File: src/source/arb_pkg.sv
// Shared types and default sizes for the matrix arbiter.
// Import with arb_pkg::* in any module header that needs the state enums
// or the default ROWS/COLS/POLARITY values.
package arb_pkg;

    // Four-phase handshake tracking in the decode stage
    typedef enum logic [1:0] {
        HS_IDLE = 2'b00,  // Waiting for start_req_i
        HS_BUSY = 2'b01,  // Request in flight, waiting for ack
        HS_HOLD = 2'b10   // Ack given, waiting for start_req_i to drop
    } hs_state_t;

    // Row group status held by the execute stage
    typedef enum logic {
        GROUP_CLOSED = 1'b0,  // Next grant picks a fresh row
        GROUP_OPEN   = 1'b1   // Columns of the current row still being served
    } group_state_t;

    // Default matrix geometry
    localparam int ROWS_DEFAULT = 8;  // Rows in the request matrix
    localparam int COLS_DEFAULT = 8;  // Columns per row
    localparam int POL_DEFAULT  = 2;  // Request lanes per cell

endpackage

File: src/source/grant_result.sv
`timescale 1ns/10ps
// Result stage of the arbiter pipeline.
// Turns the chosen cell into one-hot row and column grants plus the
// lowest requesting lane, raises ack_o and clears everything on release.
module grant_result import arb_pkg::*; #(
    parameter int  ROWS     = ROWS_DEFAULT,
    parameter int  COLS     = COLS_DEFAULT,
    parameter int  POLARITY = POL_DEFAULT,
    localparam int RW       = $clog2(ROWS),
    localparam int CW       = $clog2(COLS),
    localparam int PW       = (POLARITY > 1) ? $clog2(POLARITY) : 1
) (
    input  logic                clk_i,
    input  logic                reset_i,
    input  logic                exe_valid_i,
    input  logic                exe_hit_i,
    input  logic [RW-1:0]       exe_row_i,
    input  logic [CW-1:0]       exe_col_i,
    input  logic [POLARITY-1:0] exe_lanes_i,
    input  logic                hs_release_i,  // Requester has dropped start_req_i
    output logic                ack_o,
    output logic                gnt_valid_o,
    output logic [ROWS-1:0]     row_gnt_o,
    output logic [COLS-1:0]     col_gnt_o,
    output logic [PW-1:0]       polarity_o
);

    logic [PW-1:0] low_lane;  // Index of the lowest set lane

    // Scan downwards so the lowest set lane is written last
    always_comb begin
        low_lane = '0;
        for (int p = POLARITY - 1; p >= 0; p--) begin
            if (exe_lanes_i[p]) low_lane = PW'(p);
        end
    end

    always_ff @(posedge clk_i or posedge reset_i) begin
        if (reset_i) begin
            ack_o       <= 1'b0;
            gnt_valid_o <= 1'b0;
            row_gnt_o   <= '0;
            col_gnt_o   <= '0;
            polarity_o  <= '0;
        end else if (hs_release_i) begin
            ack_o       <= 1'b0;  // Ends the four-phase cycle
            gnt_valid_o <= 1'b0;
            row_gnt_o   <= '0;
            col_gnt_o   <= '0;
            polarity_o  <= '0;
        end else if (exe_valid_i) begin
            ack_o       <= 1'b1;  // Acked even for an empty matrix
            gnt_valid_o <= exe_hit_i;
            row_gnt_o   <= exe_hit_i ? (ROWS'(1) << exe_row_i) : '0;
            col_gnt_o   <= exe_hit_i ? (COLS'(1) << exe_col_i) : '0;
            polarity_o  <= exe_hit_i ? low_lane : '0;
        end
    end

    // A valid grant always names exactly one row and one column
    a_onehot_gnt: assert property (@(posedge clk_i) disable iff (reset_i)
        (ack_o && gnt_valid_o) |-> ($onehot(row_gnt_o) && $onehot(col_gnt_o)));

endmodule

File: config.mk
export PLATFORM = sky130hd
export DESIGN_NAME = grant_result
export DESIGN_NICKNAME = d
export VERILOG_FILES = /design/src/source/arb_pkg.sv /design/src/source/grant_result.sv
export SDC_FILE = /design/constraint.sdc
export NUM_CORES = 1
export LEC_CHECK = 0
export BUFFER_PORTS_ARGS = -buffer_cell sky130_fd_sc_hd__buf_4
export CORE_MARGIN = 2
export CORE_UTILIZATION = 52
export CTS_BUF_LIST = sky130_fd_sc_hd__clkbuf_4 sky130_fd_sc_hd__clkbuf_8
export CTS_CLUSTER_DIAMETER = 60
export DETAILED_ROUTE_END_ITERATION = 8
export GPL_TIMING_DRIVEN = 0
export PLACE_DENSITY = 0.87
export SYNTH_ARGS = -nofsm -noshare
export SYNTH_HDL_FRONTEND = slang
export SYNTH_SLANG_ARGS = --single-unit
File: constraint.sdc
create_clock -name clk_i -period 1.63 [get_ports clk_i]
set_input_delay 0.489 -clock clk_i [delete_from_list [all_inputs] [get_ports clk_i]]
set_output_delay 0.489 -clock clk_i [all_outputs]
set_load 0.005 [all_outputs]
==> run_results.csv <==
group,metric,value,unit
run_status,status,"finished clean",
critical_path,crit_path_max_fanout,2,
cells_and_area,fill_cells,108,
pwr,p_sw,199.4,uW
critical_path,cp-end-kind,"primary output",
cts,cts_setup_buffers,0,
sta,tns,0,ns
pwr,p_per_area,798.0,mW/mm^2
critical_path,r2r_slack,0.88,ns
die,die_width,42.59,um
critical_path,startpoint_type,"flop",
pwr,p_leak,0.0005492,uW
sta,min_period_over_period,82.07,%
global_route,grt_pass1_vias,589,
yosys,synth_cell_types,14,
cells_and_area,final_layout_size_suffix_gt1_share,45.56,%
yosys,yosys.area.top_type,"dfrtp_1",
worst_hold_path,hold_path_class,"input pin to async pin",
drt,dr.first_iter.drc_count,13,
cts,clock_path_buffers,2,
die,start_util,57.37,%
critical_path,max_stage_delay,0.41,ns
yosys,synth.yosys.seq_area_share,61.39,%
placement,routabilityCongestion,0.6942,
cells_and_area,nNetsFinal,104,
cts,cts_resized,0,
yosys,synth_edf_count,0,
pwr,combPwrFrac,11.2,%
sta,final_max_slew_viol_count,0,
cts,insertion_delay,0.30,ns
cells_and_area,stdcell_count,105,
yosys,synth_area_per_cell,13.83,sq um
cts,h-tree-depth,1,
die,rows,13,
critical_path,arrival,0.85,ns
yosys,synth_cells,56,
critical_path,required,1.14,ns
cells_and_area,synthToLayoutAreaGrowth,35.38,%
critical_path,crit_type,"flop to primary output",
pwr,vdd_ir_drop_max,0.0005394,V
critical_path,critPathBufInv,1,
placement,dp.cells,101,
sta,finalSetupViolCount,0,
pwr,power.internal,637.3,uW
global_route,overflow,0,
critical_path,r2r_start,"col_gnt_o[4]",
critical_path,path_cells,"buf_4",
drt,avgRoutedWirePerCell,15.83,um
die,pin_count,32,
critical_path,cpLargestDelayFamily,"flip-flops",
placement,dp_hpwl,1238,um
drt,dr.pass1.iters,4,
pwr,total_power,836.7,uW
critical_path,slowest_stage,"dfrtp_1",
cells_and_area,finalInstanceArea,0.001049,sq mm
job,maxCapViolCount,0,
sta,fmax,0.7476,GHz
cells_and_area,diodes,0,
sta,grt_setup_unrepaired,"false",
sta,whs,0.2796,ns
global_route,antenna_found_initial,0,
pwr,seqPwrFrac,58.0,%
die,die_h,42.59,um
cts,cts.reportedPaths.clkPinSlew,0.11,ns
sta,period_minus_slack,1.338,ns
sta,tightestPinTransition,0.6775,ns
pwr,power_frac_clock,30.8,%
die,dieArea,0.001814,sq mm
drt,remaining_drc_errors,0,
drt,antenna_left,0,
global_route,grt_max_degree,20,
yosys,synth_top_flop_cell,"dfrtp_1",
critical_path,r2r_cells,1,
sta,finalClockSkew,0,ns
cts,root_buffer,"clkbuf_4",
cts,numCtsBuffers,3,
yosys,synth_seq_cells,19,
die,fp.coreArea,0.001350,sq mm
drt,routed_wl,1662,um
pwr,netSwitchingFraction,23.83,%
critical_path,reg2reg_to,"col_gnt_o[4]",
global_route,grt_use_total,21.61,%
yosys,netlist_top_cells_area,"dfrtp_1 (61%), a32o_1 (16%), and4bb_4 (4.2%)",
yosys,syn_nets,69,
yosys,ys_top_cells_by_count,"dfrtp_1 (19), a32o_1 (12), inv_1 (5), nor2_1 (5)",
cts,cts_hold_buf,0,
yosys,yosysMostFrequentCell,"dfrtp_1",
drt,vias,612,
yosys,ys_async_sr_fraction,100.0,%
cts,cts_tree,"done",
yosys,syn_area,774.5,sq um
sta,max_slew_margin,54.79,%
yosys,synth_top_area_share,61.39,%
drt,routed_via_density,5.829,
yosys,synth_warnings,0,
placement,numPortBuffers,30,
sta,final-hold-violation-count,0,
cts,clock-sinks,19,
placement,place_area,0.001018,sq mm
global_route,grt_pass1_wl,2863,um
[sequential cells by signal, indices dropped and copies added, names as in the netlist]
name / count
col_gnt_o: 8
ack_o: 1
row_gnt_o: 8
gnt_valid_o: 1
polarity_o: 1
[per-layer routing]
layer  GRT usage (%)  up-vias  routed length [um]
met3           6.034        2                 131
met4           9.375        0                  15
met5               0        -                   0
li1                -      288                   -
met2           36.00       30                 788
met1           25.91      292                 726
[cells by family after synthesis]
kind of cell | after synthesis | synth area share [%]
AOI/OAI and AO/OA | 17 | 21.00
buffers and inverters | 7 | 3.716
DFF | 19 | 61.39
muxes | 1 | 1.292
and+or+nand+nor | 12 | 12.60
[worst max-delay path by stage]
stage                        end    startpoint  cells past startpoint  slack (ns)
CTS                 col_gnt_o[4]  col_gnt_o[4]                      1        0.29
global route          polarity_o    polarity_o                      1        0.24
detailed placement  col_gnt_o[7]   exe_valid_i                      3        0.32
finish              col_gnt_o[4]  col_gnt_o[4]                      1        0.29
floorplan           col_gnt_o[5]   exe_valid_i                      3        0.40
global placement    col_gnt_o[6]   exe_valid_i                      3        0.34
[power groups by stage]
stage	clock network (uW)	logic [uW]	registers, uW
2_1_floorplan	0	38.9	495
3_3_place_gp	0	91.1	494
3_5_place_dp	0	93.5	494
4_1_cts	255	93.9	485
5_1_grt	285	103	486
6_report	258	93.5	485
[through the flow]
| stage | utilization [%] | setup slack [ns] |
|---|---|---|
| global route | 77.66 | 0.2434 |
| CTS | 77.66 | 0.2906 |
| global placement | 75.44 | 0.3430 |
| finish | 77.66 | 0.2923 |
| detailed placement | 75.44 | 0.3175 |
| floorplan | - | 0.3962 |
[area by class of cell]
cell class	instances	area, sq um	share of cell area (%)
buffer	2	10.01	0.9546
clock buffer	4	30.03	2.864
inverter	5	18.77	1.790
multi-input combinational	30	270.3	25.78
sequential	19	475.5	45.35
tap	15	18.77	1.790
timing repair buffer	30	225.2	21.48
[layout by cell type, fill, tap and decap left out]
master,netlist,layout
and4bb_4,2,2
inv_1,5,5
a21oi_1,1,1
mux2i_1,1,1
clkbuf_4,0,4
dfrtp_1,19,19
a32o_1,12,12
buf_4,0,30
nor2_1,5,5
nor2_4,1,1
nand2b_1,1,1
buf_2,2,2
and4b_1,2,2
nand4b_1,1,1
a22o_1,2,2
a22o_2,2,2
No activity file was read; power rests on OpenSTA's default activity.
