[src/source/arb_pkg.sv]
// Shared types and default sizes for the matrix arbiter.
// Import with arb_pkg::* in any module header that needs the state enums
// or the default ROWS/COLS/POLARITY values.
package arb_pkg;

    // Four-phase handshake tracking in the decode stage
    typedef enum logic [1:0] {
        HS_IDLE = 2'b00,  // Waiting for start_req_i
        HS_BUSY = 2'b01,  // Request in flight, waiting for ack
        HS_HOLD = 2'b10   // Ack given, waiting for start_req_i to drop
    } hs_state_t;

    // Row group status held by the execute stage
    typedef enum logic {
        GROUP_CLOSED = 1'b0,  // Next grant picks a fresh row
        GROUP_OPEN   = 1'b1   // Columns of the current row still being served
    } group_state_t;

    // Default matrix geometry
    localparam int ROWS_DEFAULT = 8;  // Rows in the request matrix
    localparam int COLS_DEFAULT = 8;  // Columns per row
    localparam int POL_DEFAULT  = 2;  // Request lanes per cell

endpackage

[src/source/req_decode.sv]
`timescale 1ns/10ps
// Decode stage of the arbiter pipeline.
// Accepts one four-phase request at a time, freezes the request matrix
// for the whole transaction and reports which rows hold requests.
module req_decode import arb_pkg::*; #(
    parameter int  ROWS     = ROWS_DEFAULT,
    parameter int  COLS     = COLS_DEFAULT,
    parameter int  POLARITY = POL_DEFAULT,
    localparam int NREQ     = ROWS * COLS * POLARITY
) (
    input  logic            clk_i,
    input  logic            reset_i,
    input  logic            start_req_i,   // Four-phase request
    input  logic [NREQ-1:0] req_i,         // Flattened request matrix
    input  logic            res_ack_i,     // Level of ack_o from the result stage
    output logic            dec_valid_o,   // One-cycle pulse, snapshot ready
    output logic [NREQ-1:0] snap_req_o,    // Frozen request matrix
    output logic [ROWS-1:0] row_active_o,  // Per-row OR of the snapshot
    output logic            hs_release_o   // One-cycle pulse, clear the outputs
);

    localparam int ROW_BITS = COLS * POLARITY;  // Request bits per row

    hs_state_t       state_q, state_d;
    logic            capture;      // Take a snapshot this cycle
    logic            release_now;  // Requester has dropped start_req_i
    logic [ROWS-1:0] row_or;

    // Row activity straight from the live inputs, registered with the snapshot
    always_comb begin
        for (int r = 0; r < ROWS; r++) begin
            row_or[r] = |req_i[r*ROW_BITS +: ROW_BITS];
        end
    end

    always_comb begin
        state_d     = state_q;
        capture     = 1'b0;
        release_now = 1'b0;
        case (state_q)
            HS_IDLE: begin
                if (start_req_i) begin
                    capture = 1'b1;
                    state_d = HS_BUSY;
                end
            end
            HS_BUSY: begin
                if (res_ack_i) state_d = HS_HOLD;  // Result stage has answered
            end
            HS_HOLD: begin
                if (!start_req_i) begin
                    release_now = 1'b1;
                    state_d     = HS_IDLE;
                end
            end
            default: state_d = HS_IDLE;
        endcase
    end

    always_ff @(posedge clk_i or posedge reset_i) begin
        if (reset_i) begin
            state_q      <= HS_IDLE;
            dec_valid_o  <= 1'b0;
            hs_release_o <= 1'b0;
        end else begin
            state_q      <= state_d;
            dec_valid_o  <= capture;      // High for the cycle after E0
            hs_release_o <= release_now;
        end
    end

    // Matrix is held here until the next request, the requester may change req_i
    always_ff @(posedge clk_i) begin
        if (capture) begin
            snap_req_o   <= req_i;
            row_active_o <= row_or;
        end
    end

    // A decode pulse only ever follows an accepted request in idle
    a_dec_after_idle: assert property (@(posedge clk_i) disable iff (reset_i)
        dec_valid_o |-> ($past(state_q) == HS_IDLE) && (state_q == HS_BUSY));

endmodule

[config.mk]
export PLATFORM = sky130hd
export DESIGN_NAME = req_decode
export DESIGN_NICKNAME = d
export VERILOG_FILES = /design/src/source/arb_pkg.sv /design/src/source/req_decode.sv
export SDC_FILE = /design/constraint.sdc
export NUM_CORES = 1
export LEC_CHECK = 0
export ABC_CLOCK_PERIOD_IN_PS = 9400
export BUFFER_PORTS_ARGS = -buffer_cell sky130_fd_sc_hd__buf_2
export CORE_ASPECT_RATIO = 0.7
export CORE_MARGIN = 1
export CORE_UTILIZATION = 43
export CTS_CLUSTER_DIAMETER = 150
export DETAILED_ROUTE_END_ITERATION = 16
export PLACE_DENSITY_LB_ADDON = 0.05
export SLEW_MARGIN = 20
export SYNTH_ARGS = -nofsm -noshare
export SYNTH_HDL_FRONTEND = slang
export SYNTH_SLANG_ARGS = --single-unit
export TNS_END_PERCENT = 100
[constraint.sdc]
create_clock -name clk_i -period 9.4 [get_ports clk_i]
set_input_delay 0.47 -clock clk_i [delete_from_list [all_inputs] [get_ports clk_i]]
set_output_delay 0.47 -clock clk_i [all_outputs]
set_load 0.05 [all_outputs]
==> flow_metrics.env <==
export IMPL_die_w_um=124
export IMPL_io_pins=270
export IMPL_grt_pass1_wl_um=15300
export IMPL_syn_nets=320
export IMPL_use_met1_pct=22.1
export IMPL_path_class="register to register"
export IMPL_cp_arrival_ns=2.64
export IMPL_cp_end_kind="register"
export IMPL_slew_headroom_pct=28.9
export IMPL_grt_busiest_layer="met2"
export IMPL_ys_async_sr_fraction_pct=2.86
export IMPL_port_buffers=269
export IMPL_drc_errors=0
export IMPL_syn_area_per_cell_um2=23.9
export IMPL_post_cts_setup_buffer_count=0
export IMPL_final_net_count=611
export IMPL_cp_required_ns=9.42
export IMPL_clock_sinks=140
export IMPL_crit_path_max_fanout=87
export IMPL_cpMaxStageDelayCell="buf_4"
export IMPL_ant_nets=0
export IMPL_holdCritPathClass="primary input to register"
export IMPL_clk_latency_ns=0.40
export IMPL_coreArea_um2=9910
export IMPL_cp_start_kind="register"
export IMPL_avgRoutedWirePerCell_um=17.3
export IMPL_synth_common_cells="edfxtp_1, nor4_1, nand4_1, dfrtp_1"
export IMPL_synth_distinct_cells=12
export IMPL_gr_total_overflow=0
export IMPL_setup_tns_ns=0
export IMPL_synth_top_area_cell="edfxtp_1"
export IMPL_syn2layout_area_growth_pct=46.8
export IMPL_dpl_hpwl_um=8240
export IMPL_grt_max_degree=88
export IMPL_syn_instance_count=188
export IMPL_grtUsageTotal_pct=20.1
export IMPL_cts_reportedPaths_clkPinSlew_ns=0.06
export IMPL_crit_chain="nand2b_1 -> nor2_4 -> buf_4 -> buf_4"
export IMPL_hold_slack_ns=0.235
export IMPL_vias_per_cell=4.80
export IMPL_yosys_top_cells_area="edfxtp_1, nor4_1, dfrtp_1, nand4_1, mux2i_1"
export IMPL_cp_common_cell="buf_4"
export IMPL_drive_gt1_share_pct=61.0
export IMPL_irDropWorstVdd_mv=0.225
export IMPL_htreeDepth=4
export IMPL_firstDrtPassIters=4
export IMPL_tightest_slew_ns=1.07
export IMPL_cts_buffers=17
export IMPL_powerDensity_nw_per_um2=328
export IMPL_finalCritPeriodShare_pct=27.9
export IMPL_cts_tree="done"
export IMPL_synth_top_area_share_pct=91.0
export IMPL_drtIter0Drc=214
export IMPL_yosys_register_bits=140
export IMPL_die_h_um=87.5
export IMPL_crit_path_max_incr_delay_ns=0.91
export IMPL_fmax_mhz=381
export IMPL_rsz0062_at_grt="no"
export IMPL_vias=2976
export IMPL_synth_edf_count=136
export IMPL_yosysMostFrequentCell="edfxtp_1"
export IMPL_antenna_found_initial=0
export IMPL_gp_congestion=0.782
export IMPL_min_period_ns=2.62
export IMPL_ys_dominant_reg_cell="edfxtp_1"
export IMPL_root_buffer="clkbuf_16"
export IMPL_antennaDiodeCount=0
export IMPL_row_count=30
export IMPL_routed_wl_um=10700
export IMPL_fillers=735
export IMPL_start_util_pct=45.3
export IMPL_yosysSeqAreaShare_pct=93.3
export IMPL_final_max_slew_viol_count=0
export IMPL_design_die_area_um2=10900
export IMPL_finalHoldViolCount=0
export IMPL_ys_warn_count=0
export IMPL_cts_max_path_buffers=2
export IMPL_grt_use_met3_pct=8.18
export IMPL_use_met2_pct=33.4
export IMPL_status="complete, no violations"
export IMPL_netlist_area_um2=4490
export IMPL_worst_clock_skew_ns=0.00974
export IMPL_p_leak_nw=2.68
export IMPL_grt_pass1_vias=2965
export IMPL_setup_violations_final=0
export IMPL_drv_cap=0
## placed cells by master, fill, tap and decap left out
master	count
buf_2	269
edfxtp_1	136
nor4_1	32
clkbuf_16	17
nand4_1	8
clkinv_1	4
clkinv_2	4
dfrtp_1	4
clkinv_4	3
bufinv_16	2
buf_4	2
nand2_1	1
nand2b_1	1
mux2i_1	1
or2b_1	1
a21oi_2	1
nor3b_1	1
nor2_4	1
inv_1	1
clkbuf_1	1
clkinvlp_4	1
dlygate4sd3_1	1
## per-layer routing
metal	part of all wire, %	vias up
met3	10	20
met5	0	-
met1	36	1391
met2	51	172
met4	2.1	0
li1	-	1393
## path summary, 6_finish.rpt
path | start | end | slack (ns) | cells past startpoint
min in group asynchronous | reset_i | state_q[1]$_DFFE_PP0P_ | 0.49 | 3
worst min register to register | state_q[0]$_DFFE_PP0P_ | hs_release_o$_DFF_PP0_ | 0.48 | 1
worst max register to register | state_q[0]$_DFFE_PP0P_ | snap_req_o[8]$_DFFE_PP_ | 6.78 | 4
max in group asynchronous | reset_i | hs_release_o$_DFF_PP0_ | 8.76 | 3
worst min-delay path | start_req_i | hs_release_o$_DFF_PP0_ | 0.24 | 2
worst max-delay path | state_q[0]$_DFFE_PP0P_ | snap_req_o[8]$_DFFE_PP_ | 6.78 | 4
## critical path, delay by kind of cell, from the launching register on
kind / cells / cell delay (ns)
buffers and inverters: 2 / 1.42
DFF: 1 / 0.40
and+or+nand+nor: 2 / 0.33
## kinds of logic (layout without fill, tap and decap cells)
logic type,after synthesis,count (layout),synth area share (%)
flip-flops,140,140,93.3
AND/OR/NAND/NOR,45,45,6.22
AO/OA/AOI/OAI,1,1,0.195
multiplexers,1,1,0.223
buffers and inverters,1,305,0.0836
## sequential cells by signal, indices dropped and copies added (netlist names)
name / count
dec_valid_o: 1
snap_req_o: 128
hs_release_o: 1
state_q: 2
row_active_o: 8
## final cells by class
class	instances	area (µm²)	share of cell area [%]
Clock buffer	18	429	6.52
Clock inverter	14	129	1.96
Inverter	1	3.75	0.0570
Multi-Input combinational cell	47	305	4.64
Sequential cell	140	4180	63.6
Tap cell	128	160	2.43
Timing Repair Buffer	272	1370	20.8
## timing repair
action	in CTS	in global routing
hold buffers	1	0
hold endpoints to repair	4	0
endpoints found under the setup margin	0	0
gates resized for setup	0	0
## per-stage QoR
step | util (%) | power, mW | worst slack, ns | std cells | instance area, µm²
after global routing | 66.4 | 2.24 | 6.60 | 620 | 6580
after global placement | 60.7 | 1.55 | 6.76 | 587 | 6010
after detailed placement | 60.7 | 1.56 | 6.72 | 587 | 6010
after CTS | 66.4 | 2.18 | 6.78 | 620 | 6580
after floorplan | - | 1.41 | 2.44 | 188 | 4490
final | 66.4 | 2.16 | 6.78 | 620 | 6580
## where the power goes
part	switching (mW)	leakage, nW	internal, mW
sequential	0.0322	1.30	0.857
combinational	0.545	1.10	0.105
clock	0.234	0.273	0.385
(Power assumes the default switching activity.)
